### config.mk
export PLATFORM = sky130hd
export DESIGN_NAME = noc_flit_if_fifo
export DESIGN_NICKNAME = d
export VERILOG_FILES = /design/src/hdl/noc_config_pkg.sv /design/src/hdl/noc_flit_pkg.sv /design/src/hdl/noc_fifo.sv /design/src/hdl/noc_flit_if_fifo.sv
export SDC_FILE = /design/constraint.sdc
export NUM_CORES = 1
export LEC_CHECK = 0
export ABC_AREA = 1
export BUFFER_PORTS_ARGS = -buffer_cell sky130_fd_sc_hd__buf_2
export CAP_MARGIN = 20
export CORE_MARGIN = 2
export CORE_UTILIZATION = 33
export DETAILED_ROUTE_END_ITERATION = 6
export HOLD_SLACK_MARGIN = 0.02
export PLACE_DENSITY = 0.56
export SLEW_MARGIN = 10
export SYNTH_ARGS = -nofsm -noshare
export SYNTH_HDL_FRONTEND = slang
export SYNTH_HIERARCHICAL = 1
export SYNTH_SLANG_ARGS = --single-unit
### constraint.sdc
create_clock -name clk -period 3.4 [get_ports clk]
set_input_delay 0.34 -clock clk [delete_from_list [all_inputs] [get_ports clk]]
set_output_delay 0.34 -clock clk [all_outputs]
set_load 0.005 [all_outputs]
### src/hdl/noc_config_pkg.sv
package noc_config_pkg;

  ////////////////////////////////////////
  // Buffer geometry
  ////////////////////////////////////////
  localparam int NOC_CHANNELS    = 2;                             // Virtual channels.
  localparam int NOC_FIFO_DEPTH  = 8;
  localparam int NOC_THRESHOLD   = 6;                             // Almost-full level.
  localparam int NOC_PTR_WIDTH   = $clog2(NOC_FIFO_DEPTH);
  localparam int NOC_COUNT_WIDTH = $clog2(NOC_FIFO_DEPTH + 1);

  // Local empty, local full, internal empty, internal full.
  localparam int NOC_STATUS_WIDTH = 2 * NOC_CHANNELS + 2;

  ////////////////////////////////////////
  // APB register map
  ////////////////////////////////////////
  localparam int NOC_APB_ADDR_WIDTH = 8;
  localparam int NOC_APB_DATA_WIDTH = 32;

  localparam logic [NOC_APB_ADDR_WIDTH-1:0] NOC_ADDR_CTRL   = 8'h00;
  localparam logic [NOC_APB_ADDR_WIDTH-1:0] NOC_ADDR_STATUS = 8'h04;
  localparam logic [NOC_APB_ADDR_WIDTH-1:0] NOC_ADDR_COUNT  = 8'h08;

  typedef enum logic {
    NOC_LOCAL_PORT,
    NOC_INTERNAL_PORT
  } noc_port_type_e;

endpackage

### src/hdl/noc_flit_pkg.sv
package noc_flit_pkg;

  import noc_config_pkg::*;

  ////////////////////////////////////////
  // Flit layout
  ////////////////////////////////////////
  localparam int NOC_DATA_WIDTH = 32;
  localparam int NOC_DEST_WIDTH = 4;

  typedef struct packed {
    logic                      head;       // First flit of a packet.
    logic                      tail;       // Last flit, releases the VC lock.
    logic [NOC_DEST_WIDTH-1:0] dest;
    logic [NOC_DATA_WIDTH-1:0] data;
  } noc_flit_t;

  // Entry of the shared FIFO, flit plus the VC it came from.
  typedef struct packed {
    logic [NOC_CHANNELS-1:0] vc;         // One-hot.
    noc_flit_t               flit;
  } noc_vc_flit_t;

endpackage

### src/hdl/noc_fifo.sv
`timescale 1ns/1ps

module noc_fifo
  import noc_config_pkg::*;
#(
  parameter type T = logic
)(
  input  logic clk,
  input  logic i_arst_n,
  input  logic i_clear,
  input  logic i_push,
  input  T     i_data,
  input  logic i_pop,
  output T     o_data,
  output logic o_empty,
  output logic o_almost_full,
  output logic o_full
);

  T                           mem [NOC_FIFO_DEPTH];
  logic [NOC_PTR_WIDTH-1:0]   wr_ptr;
  logic [NOC_PTR_WIDTH-1:0]   rd_ptr;
  logic [NOC_COUNT_WIDTH-1:0] count;
  logic                       push_en;
  logic                       pop_en;

  assign push_en = i_push & ~o_full;  // Writes into a full FIFO are ignored.
  assign pop_en  = i_pop & ~o_empty;

  ////////////////////////////////////////
  // Flags and show-ahead head
  ////////////////////////////////////////
  assign o_empty       = (count == '0);
  assign o_full        = (count == NOC_COUNT_WIDTH'(NOC_FIFO_DEPTH));
  assign o_almost_full = (count >= NOC_COUNT_WIDTH'(NOC_THRESHOLD));
  assign o_data        = mem[rd_ptr];  // Head is valid while not empty.

  always_ff @(posedge clk) begin
    if (push_en) begin
      mem[wr_ptr] <= i_data;
    end
  end

  ////////////////////////////////////////
  // Pointers and occupancy
  ////////////////////////////////////////
  always_ff @(posedge clk or negedge i_arst_n) begin
    if (!i_arst_n) begin
      wr_ptr <= '0;
      rd_ptr <= '0;
      count  <= '0;
    end else if (i_clear) begin
      wr_ptr <= '0;
      rd_ptr <= '0;
      count  <= '0;
    end else begin
      if (push_en) begin
        wr_ptr <= (wr_ptr == NOC_PTR_WIDTH'(NOC_FIFO_DEPTH - 1)) ? '0 : wr_ptr + 1'b1;
      end
      if (pop_en) begin
        rd_ptr <= (rd_ptr == NOC_PTR_WIDTH'(NOC_FIFO_DEPTH - 1)) ? '0 : rd_ptr + 1'b1;
      end
      case ({push_en, pop_en})
        2'b10:   count <= count + 1'b1;
        2'b01:   count <= count - 1'b1;
        default: count <= count;  // Both or neither.
      endcase
    end
  end

endmodule

### src/hdl/noc_flit_if_fifo.sv
`timescale 1ns/1ps

module noc_flit_if_fifo
  import noc_config_pkg::*,
         noc_flit_pkg::*;
#(
  parameter  noc_port_type_e PORT_TYPE = NOC_LOCAL_PORT,
  localparam int             FLITS     = (PORT_TYPE == NOC_LOCAL_PORT) ? NOC_CHANNELS : 1
)(
  input  logic                    clk,
  input  logic                    i_arst_n,
  input  logic                    i_clear,
  input  logic [NOC_CHANNELS-1:0] i_valid,
  input  noc_flit_t [FLITS-1:0]   i_flit,
  output logic [NOC_CHANNELS-1:0] o_ready,
  output logic [NOC_CHANNELS-1:0] o_vc_available,
  output logic [NOC_CHANNELS-1:0] o_valid,
  output noc_flit_t [FLITS-1:0]   o_flit,
  output logic [FLITS-1:0]        o_empty,
  output logic [FLITS-1:0]        o_almost_full,
  output logic [FLITS-1:0]        o_full,
  input  logic [NOC_CHANNELS-1:0] i_ready
);

  if (PORT_TYPE == NOC_LOCAL_PORT) begin : g_local_port
    ////////////////////////////////////////
    // One FIFO per virtual channel
    ////////////////////////////////////////
    for (genvar v = 0; v < NOC_CHANNELS; v++) begin : g_vc
      assign o_ready[v]        = ~o_full[v];
      assign o_vc_available[v] = ~o_almost_full[v];
      assign o_valid[v]        = ~o_empty[v];

      noc_fifo #(
        .T (noc_flit_t)
      ) fifo_i (
        .clk           (clk),
        .i_arst_n      (i_arst_n),
        .i_clear       (i_clear),
        .i_push        (i_valid[v]),
        .i_data        (i_flit[v]),
        .i_pop         (i_ready[v]),
        .o_data        (o_flit[v]),
        .o_empty       (o_empty[v]),
        .o_almost_full (o_almost_full[v]),
        .o_full        (o_full[v])
      );
    end
  end else begin : g_internal_port
    ////////////////////////////////////////
    // Shared FIFO with a VC tag per entry
    ////////////////////////////////////////
    noc_vc_flit_t push_data;
    noc_vc_flit_t pop_data;
    logic         push;
    logic         pop;

    // All VCs share the space, so they see the same flags.
    assign o_ready        = {NOC_CHANNELS{~o_full[0]}};
    assign o_vc_available = {NOC_CHANNELS{~o_almost_full[0]}};
    assign o_valid        = o_empty[0] ? '0 : pop_data.vc;
    assign o_flit[0]      = pop_data.flit;

    assign push           = |i_valid;
    assign push_data.vc   = i_valid;  // Valid vector is already one-hot.
    assign push_data.flit = i_flit[0];
    assign pop            = |(o_valid & i_ready);

    noc_fifo #(
      .T (noc_vc_flit_t)
    ) fifo_i (
      .clk           (clk),
      .i_arst_n      (i_arst_n),
      .i_clear       (i_clear),
      .i_push        (push),
      .i_data        (push_data),
      .i_pop         (pop),
      .o_data        (pop_data),
      .o_empty       (o_empty[0]),
      .o_almost_full (o_almost_full[0]),
      .o_full        (o_full[0])
    );
  end

endmodule

# After elaboration in Yosys (flattened, before gate mapping)

Memory sizes are Yosys's and may differ from the RTL's.
Index checks and enable logic that the tools add are counted.

Register bits after elaboration: 20
Latch bits: 0
Memory bits (writable): 608
Memory bits (read-only): 0
Bits of input ports: 83
Word-level logic and storage cells: 66
Memories: 2

Memories:

| name                            | depth | width | rd ports | clocked after memory_dff | write ports | RTL line       | RTL |
|---|---|---|---|---|---|---|---|
| g_local_port.g_vc[0].fifo_i.mem | 8     | 38    | 1        | 0                        | 1           | noc_fifo.sv:20 | `T mem [NOC_FIFO_DEPTH];` |
| g_local_port.g_vc[1].fifo_i.mem | 8     | 38    | 1        | 0                        | 1           | noc_fifo.sv:20 |  |

Add/subtract/negate cells: 8
Multipliers: 0
Divide/modulo/power cells: 0
Magnitude comparators: 2
Equal/unequal tests: 10
Shift-type cells: 0
Multiplexer cells: 20
Bitwise operators: 10
Reduce and logical (&&, ||, !) cells: 8

Operators by type and width:

| kind                | count |
|---|---|
| $mux 3              | 12 |
| $pmux 4 s2          | 2 |
| $add 3x1->3 const B | 4 |
| $eq 3x3->1 const B  | 4 |
| $add 4x1->4 const B | 2 |
| $eq 4x4->1 const B  | 2 |
| $ge 4x3->1 const B  | 2 |
| $logic_not 4->1     | 2 |
| $mux 4              | 2 |
| $reduce_bool 2->1   | 4 |
| $sub 4x1->4 const B | 2 |
| $not 1->1           | 6 |
| $reduce_bool 3->1   | 2 |
| $and 1x1->1         | 4 |
| $eq 2x1->1 const B  | 2 |
| $eq 2x2->1 const B  | 2 |
| $mux 1              | 4 |

# Depth between registers and ports, before layout

Depth in word-level cells: 6
Gate-level depth with buffers: 14
Gate-level depth less buffers: 14

# Hierarchy

Netlist, hierarchy kept.

Modules (own cells, without submodules):

| module                                  | times used | cells an instance | area an instance (µm²) |
|---|---|---|---|
| noc_fifo at g_local_port.g_vc[1].fifo_i | 1          | 959               | 12438.2 |
| noc_fifo at g_local_port.g_vc[0].fifo_i | 1          | 959               | 12374.4 |
| noc_flit_if_fifo                        | 1          | 6                 | 22.5 |

# Least setup slack after synthesis

OpenSTA, ideal clock, no wires.

Path type: flip-flop to flip-flop
Start: register g_local_port.g_vc[0].fifo_i.count[3]
End: memory g_local_port.g_vc[0].fifo_i/mem[1][0] (netlist name) (enable)
Data arrival time: 2498 ps
Required time: 2967 ps
Setup slack: 469 ps
Stages on the path, launching flop included: 8
Buffers on the path: 0
Period minus slack after synthesis: 2931 ps
Path through: dfrtp_1 -> inv_1 -> nor2_2 -> nand2_2 -> nand2_4 -> nor2_1 -> inv_1 -> nor2_1

Longest elaborated chain between the ends: 5

RTL lines:

| element                      | RTL line       | RTL |
|---|---|---|
| start, declared              | noc_fifo.sv:23 | `logic [NOC_COUNT_WIDTH-1:0] count;` |
| start signal, assigned       | noc_fifo.sv:64 | `2'b10: count <= count + 1'b1;` |
| start signal, assigned       | noc_fifo.sv:65 | `2'b01: count <= count - 1'b1;` |
| start signal, assigned       | noc_fifo.sv:66 | `default: count <= count;` |
| $eq 4x4->1                   | noc_fifo.sv:34 | `assign o_full = (count == NOC_COUNT_WIDTH'(NOC_FIFO_DEPTH));` |
| $not 1->1                    | noc_fifo.sv:27 | `assign push_en = i_push & ~o_full;` |
| $and 1x1->1                  | noc_fifo.sv:27 |  |
| $mux 1                       | noc_fifo.sv:39 | `if (push_en) begin` |
| $mux 1 (not written as such) | noc_fifo.sv:40 | `mem[wr_ptr] <= i_data;` |
| end, declared                | noc_fifo.sv:20 |  |

No other way between the ends.

==> results by group <==
Run status
  – Status: complete, no violations

Floorplan
  – Top Ports: 171
  – Die X: 278 um
  – Initial Util: 33.4%
  – Die area: 77500 um2
  – Placement Rows: 100
  – Die H: 278 um
  – CORE AREA: 74400 um2

Pwr
  – PD cells: 708 nW/um2
  – Maximum VDD drop: 0.000580 V
  – Static leakage: 10.2 nW

Worst hold path
  – Hold depth: 2
  – Hold Crit Class: primary input to flip-flop

Clock network
  – Post-CTS setup buffer count: 0
  – Clk slew on worst S/H paths: 0.06 ns
  – Latest clock arrival within the worst-skew pair: 0.61 ns
  – Root buffer cell: clkbuf_16
  – Maximum buffer depth of the clock tree: 3
  – CTS tree: yes
  – Max H-tree Level: 3
  – Total CTS buffers: 70
  – TritonCTS Sinks: 628

Critical path
  – Critical Path AT: 2.77 ns
  – Worst setup EP type: output pin
  – Reg2Reg Depth: 8
  – CP max FO: 77
  – Critical path's largest stage delay: 0.73 ns
  – WS Path Type: flip-flop to output pin
  – Buf/Inv on CP: 2
  – Crit-path leading delay family: buffers and inverters
  – WP depth: 6
  – Critical-path cell list: buf_4, o21ai_0, o22ai_1, nor2_1, a31oi_1, buf_2
  – CP required: 3.06 ns
  – CP Launch Type: flip-flop
  – Critical-path top delay cell: buf_4

Placement
  – Dpl hpwl: 30.1 mm
  – Port Buffers: 170
  – Placer congestion estimate: 0.734

Logic synthesis
  – Xor/xnor share of the synthesized area: 0.0353%
  – Leading area contributor after synthesis: edfxtp_1
  – YS warnings: 6
  – Post-Synthesis Cells: 1924
  – Post-synthesis simple-gate area fraction: 10.2%
  – Largest family of logic cells by synthesized area: compound AO/OA/AOI/OAI gates
  – Post-Syn Area per Cell: 12.9 um2
  – Mapped cell area: 24800 um2
  – Seq/Total Area, Yosys: 75.5%
  – Dominant cells by area after synthesis: edfxtp_1 (74%), nor2_1 (8.5%), o21ai_0 (5.6%), dfrtp_1 (2.0%), o22ai_1 (1.9%)
  – Syn nets: 2019
  – Synth Area in Adders: 0.605%
  – Post-synthesis mux area share: 0%
  – Top cell type's share of synthesized area: 73.5%
  – Yosys reg bits: 628
  – Compound-gate portion of the synthesized area: 10.5%
  – Distinct cells, synth: 34

STA
  – Setup-failing EPs final: 0
  – Worst slew margin: 34.4%
  – Setup Skew: 0.0272 ns
  – Setup TNS: 0 ns
  – RSZ-0062 raised after global routing: false
  – Least-Margin Pin Slew: 0.984 ns
  – Minimum clock period: 3.11 ns
  – Max Slew Vio Count: 0
  – Crit share post-route: 91.5%
  – Fin. Hold Viols: 0
  – Maximum clock frequency: 0.321 GHz

Global route
  – GR Util met1: 19.5%
  – Largest net degree at the start of global routing: 155
  – Number of global-route vias before repair: 15700
  – Met2 capacity usage during global routing: 24.6%
  – Initial antenna violation count: 3
  – Global-route wire length before repair: 89.7 mm
  – Busiest grt layer: met2
  – Overflow after GRT: 0
  – Global-route track usage on met3: 2.72%
  – Gr usage total: 14.8%

Final layout
  – Layout Area Growth over Synthesis: 20.0%
  – Post-layout util: 40.0%
  – Layout cells sized above 1: 15.9%
  – Net count reported at finish: 2260
  – FILL cells: 6885

Job
  – Max Cap Viol: 0

Route
  – ANT nets after route: 0
  – DRT iter0 DRCs: 1281
  – Via-per-instance ratio: 4.95
  – Detailed Routing Iterations Pass 1: 5
  – Via count: 15800
  – DRC viols: 0
  – WL/cell: 18.3 um
  – Routed Wire Length: 58.3 mm
flip-flops by register name (all words and copies together) (netlist names):
signal and flops:
g_local_port.g_vc.fifo_i/wr_ptr 6, g_local_port.g_vc.fifo_i/mem 608, g_local_port.g_vc.fifo_i/count 8, g_local_port.g_vc.fifo_i/rd_ptr 6
cell families (layout without fill, tap and decap cells):
group | Yosys count | count (layout)
compound gates | 477 | 477
buf+inv | 165 | 458
other cells | 0 | 1
flops | 628 | 628
fa+ha+maj | 12 | 12
xor+xnor | 1 | 1
simple gates | 641 | 641
placed cells by master, fill, tap and decap left out, types with 4 or more instances in the layout:
master,synthesis,final
edfxtp_1,608,608
nor2_1,560,544
o21ai_0,279,279
buf_2,35,170
o22ai_1,77,77
dlygate4sd3_1,0,77
a31oi_1,76,76
clkbuf_16,0,70
inv_1,44,43
o21ai_1,41,41
nand2_1,38,38
buf_4,13,27
clkinv_1,0,19
nor2_4,1,17
dfrtp_1,20,16
nand3_1,14,14
ha_1,12,12
clkbuf_1,57,11
buf_12,0,9
clkinv_2,0,7
nor2_2,7,7
nand2_2,7,7
inv_2,4,5
clkinvlp_4,0,4
bufinv_16,0,4
nand4_1,4,4
layer usage:
| layer | up-vias | part of all wire, % |
|---|---|---|
| met5 | - | 0.041 |
| met4 | 4 | 2.6 |
| met3 | 104 | 4.6 |
| met2 | 346 | 48 |
| met1 | 7851 | 44 |
| li1 | 7467 | - |
per-stage QoR:
step / worst slack, ns / hold WS (ns) / area [um2] / total power [mW] / std cells
3_5_place_dp: 0.936 / 0.350 / 26800 / 14.0 / 2985
5_1_grt: 0.110 / 0.0699 / 29800 / 22.2 / 3187
4_1_cts: 0.263 / 0.0508 / 29800 / 21.3 / 3186
3_3_place_gp: 0.909 / 0.349 / 26800 / 13.9 / 2985
6_report: 0.288 / 0.0752 / 29800 / 21.1 / 3187
2_1_floorplan: 0.469 / 0.0444 / 24800 / 12.3 / 1924
Yosys cell counts (all sizes together):
| cell type | number |
|---|---|
| nand2 | 48 |
| a21oi | 4 |
| nand3b | 2 |
| nand3 | 16 |
| ha | 12 |
| clkbuf | 60 |
| nand4 | 4 |
| a31oi | 76 |
| o21ai | 320 |
| clkinv | 1 |
| nor2 | 568 |
| dfrtp | 20 |
| nor3 | 3 |
| edfxtp | 608 |
| buf | 54 |
| xor2 | 1 |
| o22ai | 77 |
| inv | 50 |
where the power goes:
group	internal [mW]	switching [mW]	total (mW)
clock network	4.14	3.07	7.21
registers	8.93	0.144	9.07
logic	1.64	3.18	4.82
total	14.7	6.39	21.1
area by class of cell:
cell class / instances / area (um2) / area share, %
Timing Repair Buffer: 283 / 2000 / 6.72
Clock inverter: 43 / 408 / 1.37
Tap cell: 969 / 1210 / 4.07
Sequential cell: 628 / 18800 / 63.0
Inverter: 51 / 206 / 0.692
Antenna cell: 1 / 2.50 / 0.00839
Multi-Input combinational cell: 1131 / 5420 / 18.2
Clock buffer: 81 / 1790 / 6.01
final timing paths:
kind / slack [ns] / start / endpoint
max: 0.29 / g_local_port.g_vc[1].fifo_i/rd_ptr[1] / o_flit[51]
min: 0.08 / i_clear / g_local_port.g_vc[1].fifo_i/wr_ptr[0]
max reg2reg: 1.01 / g_local_port.g_vc[1].fifo_i/count[3] / g_local_port.g_vc[1].fifo_i/mem[6][17]
min reg2reg: 0.54 / g_local_port.g_vc[1].fifo_i/count[3] / g_local_port.g_vc[1].fifo_i/count[3]
max in group asynchronous: 2.74 / i_arst_n / g_local_port.g_vc[0].fifo_i/rd_ptr[0]
min in group asynchronous: 0.25 / i_arst_n / g_local_port.g_vc[0].fifo_i/count[0]
what timing repair did:
action,4_1_cts,5_1_grt
setup endpoints to repair,0,0
resized for setup,0,0
endpoints found under the hold margin,624,0
hold buffers,77,0
No activity file was read; power rests on OpenSTA's default activity.
