$ cat src/hdl/noc_config_pkg.sv
package noc_config_pkg;

  ////////////////////////////////////////
  // Buffer geometry
  ////////////////////////////////////////
  localparam int NOC_CHANNELS    = 2;                             // Virtual channels.
  localparam int NOC_FIFO_DEPTH  = 8;
  localparam int NOC_THRESHOLD   = 6;                             // Almost-full level.
  localparam int NOC_PTR_WIDTH   = $clog2(NOC_FIFO_DEPTH);
  localparam int NOC_COUNT_WIDTH = $clog2(NOC_FIFO_DEPTH + 1);

  // Local empty, local full, internal empty, internal full.
  localparam int NOC_STATUS_WIDTH = 2 * NOC_CHANNELS + 2;

  ////////////////////////////////////////
  // APB register map
  ////////////////////////////////////////
  localparam int NOC_APB_ADDR_WIDTH = 8;
  localparam int NOC_APB_DATA_WIDTH = 32;

  localparam logic [NOC_APB_ADDR_WIDTH-1:0] NOC_ADDR_CTRL   = 8'h00;
  localparam logic [NOC_APB_ADDR_WIDTH-1:0] NOC_ADDR_STATUS = 8'h04;
  localparam logic [NOC_APB_ADDR_WIDTH-1:0] NOC_ADDR_COUNT  = 8'h08;

  typedef enum logic {
    NOC_LOCAL_PORT,
    NOC_INTERNAL_PORT
  } noc_port_type_e;

endpackage

$ cat src/hdl/noc_apb_regs.sv
`timescale 1ns/1ps

module noc_apb_regs
  import noc_config_pkg::*;
(
  input  logic                          clk,
  input  logic                          i_arst_n,
  input  logic                          i_psel,
  input  logic                          i_penable,
  input  logic                          i_pwrite,
  input  logic [NOC_APB_ADDR_WIDTH-1:0] i_paddr,
  input  logic [NOC_APB_DATA_WIDTH-1:0] i_pwdata,
  input  logic [NOC_STATUS_WIDTH-1:0]   i_status,
  input  logic                          i_flit_sent,
  output logic [NOC_APB_DATA_WIDTH-1:0] o_prdata,
  output logic                          o_pready,
  output logic                          o_pslverr,
  output logic                          o_clear
);

  logic                          access;
  logic                          hit_ctrl;
  logic                          hit_status;
  logic                          hit_count;
  logic                          clear_req;
  logic [NOC_APB_DATA_WIDTH-1:0] flit_count;

  ////////////////////////////////////////
  // Address decode
  ////////////////////////////////////////
  assign access     = i_psel & i_penable;  // Access phase.
  assign hit_ctrl   = (i_paddr == NOC_ADDR_CTRL);
  assign hit_status = (i_paddr == NOC_ADDR_STATUS);
  assign hit_count  = (i_paddr == NOC_ADDR_COUNT);

  assign o_pready  = 1'b1;  // No wait states.
  assign o_pslverr = access & ~(hit_ctrl | hit_status | hit_count);
  assign clear_req = access & i_pwrite & hit_ctrl & i_pwdata[0];

  always_comb begin
    o_prdata = '0;
    if (hit_status) begin
      o_prdata = NOC_APB_DATA_WIDTH'(i_status);
    end else if (hit_count) begin
      o_prdata = flit_count;
    end
  end

  ////////////////////////////////////////
  // Clear pulse and flit counter
  ////////////////////////////////////////
  always_ff @(posedge clk or negedge i_arst_n) begin
    if (!i_arst_n) begin
      o_clear <= 1'b0;
    end else begin
      o_clear <= clear_req;  // High for one cycle.
    end
  end

  always_ff @(posedge clk or negedge i_arst_n) begin
    if (!i_arst_n) begin
      flit_count <= '0;
    end else if (o_clear) begin
      flit_count <= '0;
    end else if (i_flit_sent) begin
      flit_count <= flit_count + 1'b1;
    end
  end

endmodule

$ cat config.mk
export PLATFORM = sky130hd
export DESIGN_NAME = noc_apb_regs
export DESIGN_NICKNAME = d
export VERILOG_FILES = /design/src/hdl/noc_config_pkg.sv /design/src/hdl/noc_apb_regs.sv
export SDC_FILE = /design/constraint.sdc
export NUM_CORES = 1
export LEC_CHECK = 0
export ABC_CLOCK_PERIOD_IN_PS = 2070
export BUFFER_PORTS_ARGS = -buffer_cell sky130_fd_sc_hd__buf_2
export CORE_UTILIZATION = 48
export DETAILED_ROUTE_END_ITERATION = 8
export PLACE_DENSITY = 0.81
export SYNTH_ARGS = -nofsm -noshare
export SYNTH_HDL_FRONTEND = slang
export SYNTH_SLANG_ARGS = --single-unit
$ cat constraint.sdc
create_clock -name clk -period 2.07 [get_ports clk]
set_input_delay 0.207 -clock clk [delete_from_list [all_inputs] [get_ports clk]]
set_output_delay 0.207 -clock clk [all_outputs]
set_load 0.01 [all_outputs]
; Word-level counts from Yosys, hierarchy flattened
; Cells that the tools add are included.
; Widths: inputs -> output; s select.
[classes]
n_eq_ne = 2
bitwise_logic = 8
muxes = 4
reduce_logical = 2
n_addsub = 1
[ops]
columns = op, n
row1 = $mux 32, 4
row2 = $add 32x1->32 const B, 1
row3 = $eq 8x3->1 const B, 1
row4 = $eq 8x4->1 const B, 1
row5 = $logic_not 8->1, 1
row6 = $and 1x1->1, 5
row7 = $or 1x1->1, 2
row8 = $reduce_bool 2->1, 1
row9 = $not 1->1, 1
[totals]
register_bits = 33
word_cells = 19
output_inout_bits = 35

; Longest topological paths before layout
; Gate-level depths: netlist of the first run.
[depth]
word_depth = 5
mapped_depth = 7
ltp_nobuf = 5

; Least setup slack after synthesis of the first run
; No wires, ideal clock.
[synth_timing]
path_type = reg-to-reg
from = register o_clear
to = register flit_count[31]
arrival_ns = 1.761
period_less_slack_ns = 1.888
required_ns = 1.942
slack_ns = 0.182
stages_incl_launch_ff = 7
path_buffers = 2
path_cell_list = dfrtp_1 buf_2 nor2_1 or3_1 buf_2 nor4_1 mux2_1
[synth_between]
elab_chain_cells = 1
[synth_lines]
columns = element, line
row1 = from (decl), noc_apb_regs.sv:18  ; output logic o_clear
row2 = from (signal assigned), noc_apb_regs.sv:56  ; o_clear <= clear_req;
row3 = $mux 32 or $reduce_bool 2->1 (tied branches), n/a
row4 = to (signal assigned), noc_apb_regs.sv:66  ; flit_count <= flit_count + 1'b1;
row5 = to (decl), noc_apb_regs.sv:26  ; logic [NOC_APB_DATA_WIDTH-1:0] flit_count;
; Parallel ways exist; a longest one is shown, timed or not.
; A chain may end at the register's enable or synchronous reset.

; Final worst setup path of the first run
[layout_timing]
from = register flit_count[6]
to = register flit_count[19]
[layout_between]
elab_chain_cells = 3
[layout_lines]
columns = element, line
row1 = $add 32x1->32, noc_apb_regs.sv:66
row2 = $mux 32, noc_apb_regs.sv:65  ; end else if (i_flit_sent) begin
row3 = $mux 32, noc_apb_regs.sv:63  ; end else if (o_clear) begin
; Every way passes these cells. The select of a mux whose other input is x is not followed.

==> results of run 1 <==
==> synth_stat cells (all sizes together) (2+ instances only) <==
cell type / count / share of area, %
clkbuf: 6 / 1.1
o31ai: 14 / 5.2
a21oi: 18 / 4.5
inv: 2 / 0.37
nand4: 10 / 3.7
and2: 28 / 8.7
and3: 5 / 1.6
and4: 4 / 1.7
or4: 14 / 5.2
or3: 4 / 1.2
mux2: 2 / 1.1
nor2: 18 / 3.4
nor2b: 2 / 0.62
nand2: 11 / 2.0
a22o: 6 / 2.6
buf: 8 / 2.4
nor3b: 3 / 1.1
dfrtp: 33 / 41
nor4: 4 / 1.2
o21ai: 3 / 0.74
nand3: 11 / 2.7
xnor2: 6 / 2.6
xor2: 6 / 2.6
==> critical path, stage by stage (launching register included) <==
cell	delay, ns
dfrtp_1	0.40
nand3_1	0.13
or3_4	0.45
buf_4	0.18
or4_1	0.51
a21oi_1	0.17
==> final timing paths <==
path,end,slack [ns],depth (start not counted)
max in group asynchronous,flit_count[23]$_DFFE_PN0P_,1.60,1
min reg2reg,flit_count[10]$_DFFE_PN0P_,0.57,2
min in group clk,o_clear$_DFF_PN0_,0.12,2
max,flit_count[19]$_DFFE_PN0P_,0.15,5
max reg2reg,flit_count[19]$_DFFE_PN0P_,0.15,5
min,flit_count[29]$_DFFE_PN0P_,-0.03,1
==> cells by family after synthesis <==
| group | Yosys count | share of synthesized area (%) |
|---|---|---|
| AND/OR/NAND/NOR | 116 | 34.0 |
| AO/OA/AOI/OAI | 42 | 13.6 |
| flip-flops | 33 | 41.0 |
| buffers and inverters | 16 | 3.85 |
| XOR/XNOR | 12 | 5.21 |
| multiplexers | 3 | 1.61 |
| adder cells (fa/ha/maj) | 1 | 0.621 |
| other | 1 | 0.186 |
==> power by group through the flow <==
stage               registers, W  clock network [W]  logic [W]
floorplan               0.000820                  0   0.000150
global placement        0.000797                  0   0.000329
detailed placement      0.000802                  0   0.000339
CTS                     0.000789           0.000542   0.000342
global route            0.000800           0.000569   0.000386
finish                  0.000789           0.000535   0.000341
==> timing repair <==
action                                  in CTS  in global routing
gates resized for setup                      0                  2
endpoints found under the setup margin       0                  8
setup buffers                                0                  0
==> area by class of cell <==
class / count / area, µm²
sequential: 33 / 826
timing repair buffer: 71 / 402
inverter: 2 / 7.51
multi-input combinational: 175 / 1120
clock buffer: 7 / 96.3
clock inverter: 1 / 5.00
fill: 362 / 1510
tap: 50 / 62.6
==> metrics by stage <==
step	hold slack, ns	instance area [µm²]
floorplan	-0.0886	2020
global placement	0.314	2410
detailed placement	0.319	2410
CTS	0.00668	2510
global route	0.0436	2520
finish	-0.0275	2520
==> routing by layer <==
metal  part of all wire [%]  global-route usage [%]  vias up
met4                    1.6                    9.84        0
met5                      0                       0        -
met3                    2.3                    3.60        7
li1                       -                       -      950
met1                     43                    27.6      935
met2                     53                    41.9       32
==> registers in the layout, summed over array words and instances (netlist names) <==
register	cells
flit_count	32
o_clear	1
==> summary.md, run 1 <==
| Metric | Value |
|---|---|
| Final period demand of the worst path | 1.92 ns |
| Number of global-route vias before repair | 1810 |
| Number of synthesized flops with an enable pin | 0 |
| Avg Synthesized Cell Area | 9.00 µm² |
| Starting density of the core | 50.0% |
| Pwr dens | 660 mW/mm² |
| Req. time, crit path | 2.28 ns |
| Die ar. | 0.00446 mm² |
| Total design power | 0.00166 W |
| # setup viols final | 0 |
| # IOs | 87 |
| CTS Buffer Depth | 2 |
| Hold Crit Class | in2async |
| Worst-skew pair later-pin latency | 0.29 ns |
| Post-synthesis sequential area ratio | 41.0% |
| FF-to-FF Start | flit_count[6]$_DFFE_PN0P_ |
| Fraction of registers with async set/reset | 100% |
| Worst setup path start | flit_count[6]$_DFFE_PN0P_ |
| Flops & latches, synth | 33 |
| Internal | 0.00119 W |
| Syn Nets | 277 |
| GRT Util Overall | 23.5% |
| Root buf cell | clkbuf_8 |
| Worst-Margin Slew | 0.749 ns |
| CP Data Arrival Time | 2.13 ns |
| Iter 0 DRT Violations | 137 |
| CTS Hold Buffers Added | 0 |
| ANT nets after route | 0 |
| Yosys warns | 0 |
| Failing checks | negative hold slack |
| Die Span Y | 66.8 µm |
| Routed WL | 4750 µm |
| Final Hold Viols | 26 |
| ANT cells | 0 |
| Final Wtd Congestion | 0.828 |
| Clock transition at the registers of the reported paths | 0.07 ns |
| Max-cap violations | 0 |
| Peak fanout along the critical path | 8 |
| P&R area growth vs syn | 25.1% |
| Tcrit/Tclk final | 92.9% |
| Largest net degree at the start of global routing | 37 |
| CTS tree | yes |
| Vias | 1924 |
| Cell count after placement | 331 |
| Fin cells | 339 |
| Power share of the combinational group | 20.5% |
| Via density | 5.68 |
| Final Skew | 0.00739 ns |
| I/O Buffers | 54 |
| Hold_ws | -0.0275 ns |
| Util after Layout | 62.6% |
| Peak VDD IR | 0.000516 V |
| Flop pwr share | 47.4% |
| Grt ovf | 0 |
| Crit start category | flop |
| Die X | 66.8 µm |
| Switching pwr | 0.000470 W |
| Yosys cell types | 34 |
| Post-Syn Instances | 224 |
| Worst rel slew slack | 50.1% |
| Status | finished with violations |
| Post-DP HPWL | 3230 µm |
| RSZ-0062 raised after global routing | false |
| Peak Freq | 0.520 GHz |
| DRC | 0 |
| Syn Std Cell Area | 0.00202 mm² |
| Final #Nets | 341 |
| Most frequent cells in the layout | 54 x buf_2, 33 x dfrtp_1, 28 x and2_1 |
| Initial antenna violation count | 0 |
| H-tree Lvls | 2 |
| Setup slack at placement | 0.0619 ns |
| Crit path kind | reg2reg |
| Clock Power Share | 32.1% |
| Static Leakage | 1.20 nW |
| Sw Ratio | 28.2% |
| Num CTS Buffers | 5 |
| Share of layout cells above drive strength 1 | 28.7% |
| Most common cell after layout, fill and taps aside | buf_2 |
| Global-route wire length before repair | 7940 µm |
| Sink Count | 33 |
| Num rows | 23 |
| Final TNS setup | 0 ns |
| Most used flip-flop cell after synthesis | dfrtp_1 |
| Area of the core | 0.00403 mm² |
| CP Capture Type | flop |
| First-pass DRT Iterations | 4 |
| Fin. max-slew vios | 0 |
| DR WL/cell | 14.0 µm |
| Setup WS post-layout | 0.147 ns |
Power figures use the tool's default switching activity.
==> inputs of run 2 (changes only) <==
--- a/config.mk
+++ b/config.mk
@@ -6,10 +6,10 @@
 export NUM_CORES = 1
 export LEC_CHECK = 0
 export ABC_CLOCK_PERIOD_IN_PS = 2070
-export BUFFER_PORTS_ARGS = -buffer_cell sky130_fd_sc_hd__buf_2
-export CORE_UTILIZATION = 48
+export CORE_UTILIZATION = 60
 export DETAILED_ROUTE_END_ITERATION = 8
-export PLACE_DENSITY = 0.81
+export DONT_BUFFER_PORTS = 1
+export PLACE_DENSITY = 0.76
 export SYNTH_ARGS = -nofsm -noshare
 export SYNTH_HDL_FRONTEND = slang
 export SYNTH_SLANG_ARGS = --single-unit
==> run 2 against run 1 <==
The run now ends clean. Maximum frequency shrank 2.3%. Combinational power down 17%. Hold slack better by 0.061 ns. Global-route usage grew 4.9 points. Flip-flop and latch count stayed put. Routed wire length decreased by 4.8%. Sequential power increased by 2%. Die area is 19% lower. Utilization is 9.0 points higher. Via count down 8.1%. Critical endpoint is now flit_count[15]$_DFFE_PN0P_.
==> summary.md, run 2 (synthesis results as in run 1) <==
| Metric | Value |
|---|---|
| Status | completed |
| Fin. max-slew vios | 0 (unchanged) |
| Final Hold Viols | 0 (-100%) |
| Static Leakage | 0.926 nW (-23%) |
| RSZ-0062 raised after global routing | false |
| Cell count after placement | 267 (-19%) |
| Peak Freq | 0.508 GHz (-2.3%) |
| WL met3 | 146 µm (+35%) |
| Num CTS Buffers | 5 (unchanged) |
| Req. time, crit path | 2.34 ns (+0.06 ns) |
| R2r setup slk | 0.10 ns (-0.05 ns) |
| CP Capture Type | flop |
| Vias | 1768 (-8.1%) |
| Post-DP HPWL | 3100 µm (-4.0%) |
| Initial antenna violation count | 0 (unchanged) |
| Crit start category | flop |
| Top Metal Used | met4 |
| DRC | 0 (unchanged) |
| Clock transition at the registers of the reported paths | 0.10 ns (+0.03 ns) |
| Root buf cell | clkbuf_4 |
| Largest net degree at the start of global routing | 36 (-2.7%) |
| Most flops, register | flit_count |
| Hold Crit Depth | 2 |
| ANT nets after route | 0 (unchanged) |
| CP Data Arrival Time | 2.24 ns (+0.11 ns) |
| ANT cells | 0 (unchanged) |
| DR WL/cell | 16.2 µm (+15%) |
| Routed metal-1 wire length | 2060 µm (+0.44%) |
| Final Wtd Congestion | 0.809 (-2.3%) |
| P&R area growth vs syn | 11.0% |
| Max-cap violations | 0 (unchanged) |
| Tcrit/Tclk final | 95.1% (+2.2 points) |
| I/O Buffers | 0 (-100%) |
| Die Span Y | 60.0 µm (-10%) |
| R2r worst-path depth | 5 (unchanged) |
| Pwr dens | 652 mW/mm² (-1.3%) |
| CTS tree | yes |
| Setup slack at placement | 0.115 ns (+0.0527 ns) |
| GRT Util Overall | 28.3% (+4.9 points) |
| Area of the core | 0.00313 mm² (-22%) |
| Routed WL | 4530 µm (-4.8%) |
| Fin cells | 280 (-17%) |
| # IOs | 87 (unchanged) |
| Sink Count | 33 (unchanged) |
| Num rows | 20 (-13%) |
| Worst-path cell chain | nand4_2 > or3_1 > buf_4 > or4_1 > a21oi_1 |
| Peak VDD IR | 0.000698 V (+35%) |
| Die ar. | 0.00360 mm² (-19%) |
| First-pass DRT Iterations | 4 (unchanged) |
| Top Registers | flit_count (32), o_clear (1) |
| Final period demand of the worst path | 1.97 ns (+0.0456 ns) |
| CP top delay family | simple AND/OR/NAND/NOR gates |
| Setup WS post-layout | 0.101 ns (-0.0456 ns) |
| Final TNS setup | 0 ns (unchanged) |
| Fill cells | 250 (-31%) |
| # setup viols final | 0 (unchanged) |
| Hold Crit Class | in2reg |
| Starting density of the core | 64.4% (+14 points) |
| Grt ovf | 0 (unchanged) |
| CP bufs+invs | 1 (unchanged) |
| Share of layout cells above drive strength 1 | 11.0% (-18 points) |
| Die X | 60.0 µm (-10%) |
| Worst-skew pair later-pin latency | 0.34 ns (+0.05 ns) |
| Worst setup path start | flit_count[0]$_DFFE_PN0P_ |
| FF-to-FF End | flit_count[15]$_DFFE_PN0P_ |
| Met2 wire length | 2260 µm (-10%) |
| Final #Nets | 289 (-15%) |
| Peak fanout along the critical path | 9 (+1) |
| H-tree Lvls | 2 (unchanged) |
| Min-delay src | i_flit_sent |
| Util after Layout | 71.6% (+9.0 points) |
| CTS Buffer Depth | 2 (unchanged) |
| Most common cell after layout, fill and taps aside | dfrtp_1 |
| Total design power | 0.00146 W (-12%) |
| Final Skew | 0.00925 ns (+0.00186 ns) |
| Max incr delay on CP | 0.51 ns (about the same) |
| Hold path endpoint | flit_count[0]$_DFFE_PN0P_ |
| Crit path kind | reg2reg |
| Iter 0 DRT Violations | 91 (-34%) |
| Slowest-stage cell, CP | or4_1 |
| Via density | 6.31 (+11%) |
| Max reg flops | 32 (unchanged) |
| Number of global-route vias before repair | 1625 (-10%) |
| Global-route wire length before repair | 7470 µm (-6.0%) |
| Most frequent cells in the layout | 33 x dfrtp_1, 28 x and2_1, 18 x nor2_1, 18 x a21oi_1 |
| FF-to-FF Start | flit_count[0]$_DFFE_PN0P_ |
run 2: cell types whose count changed in the layout (fill, tap and decap cells not counted), sizes merged:
cell         before  now
buf              71   16
clkinv            1    0
dlygate4sd3       0    3
run 2: layout make-up:
type                    instances  area, µm²  area share, %
clock buffers                   7       55.1           2.46
inverters                       2       7.51          0.335
multi-input cells             175       1120           50.0
flip-flops and latches         33        826           36.9
well taps                      44       55.1           2.46
repair buffers                 19        175           7.83
run 2: metrics by stage:
stage	area (µm²)	hold WS (ns)
floorplan	2020	-0.0886
global placement	2120	-0.0879
detailed placement	2120	-0.0879
CTS	2220	0.0209
global route	2240	0.0350
finish	2240	0.0338
run 2: how the worst max path moves through the flow:
stage / endpoint / slack (ns) / cells after the start
final: flit_count[15]$_DFFE_PN0P_ / 0.10 / 5
after global routing: flit_count[15]$_DFFE_PN0P_ / 0.03 / 5
after CTS: flit_count[16]$_DFFE_PN0P_ / 0.09 / 6
after detailed placement: flit_count[16]$_DFFE_PN0P_ / 0.11 / 6
after global placement: flit_count[26]$_DFFE_PN0P_ / 0.18 / 5
after floorplan: flit_count[31]$_DFFE_PN0P_ / 0.18 / 6
run 2: layer usage:
layer  up-vias  global-route usage (%)
li1        850                       -
met1       861                    36.3
met2        49                    47.0
met3         8                    6.49
met4         0                    9.97
met5         -                       0
run 2: timing repair:
item	CTS	global route
endpoints found under the setup margin	0	2
endpoints found under the hold margin	34	0
gates resized for setup	0	1
hold buffers	4	0
buffers inserted	0	2
run 2: report_power, final:
group          leakage [nW]  internal [W]  total (W)  switching (W)
combinational         0.473      0.000138   0.000284       0.000146
sequential            0.421      0.000721   0.000805      0.0000841
clock                0.0314      0.000160   0.000370       0.000210
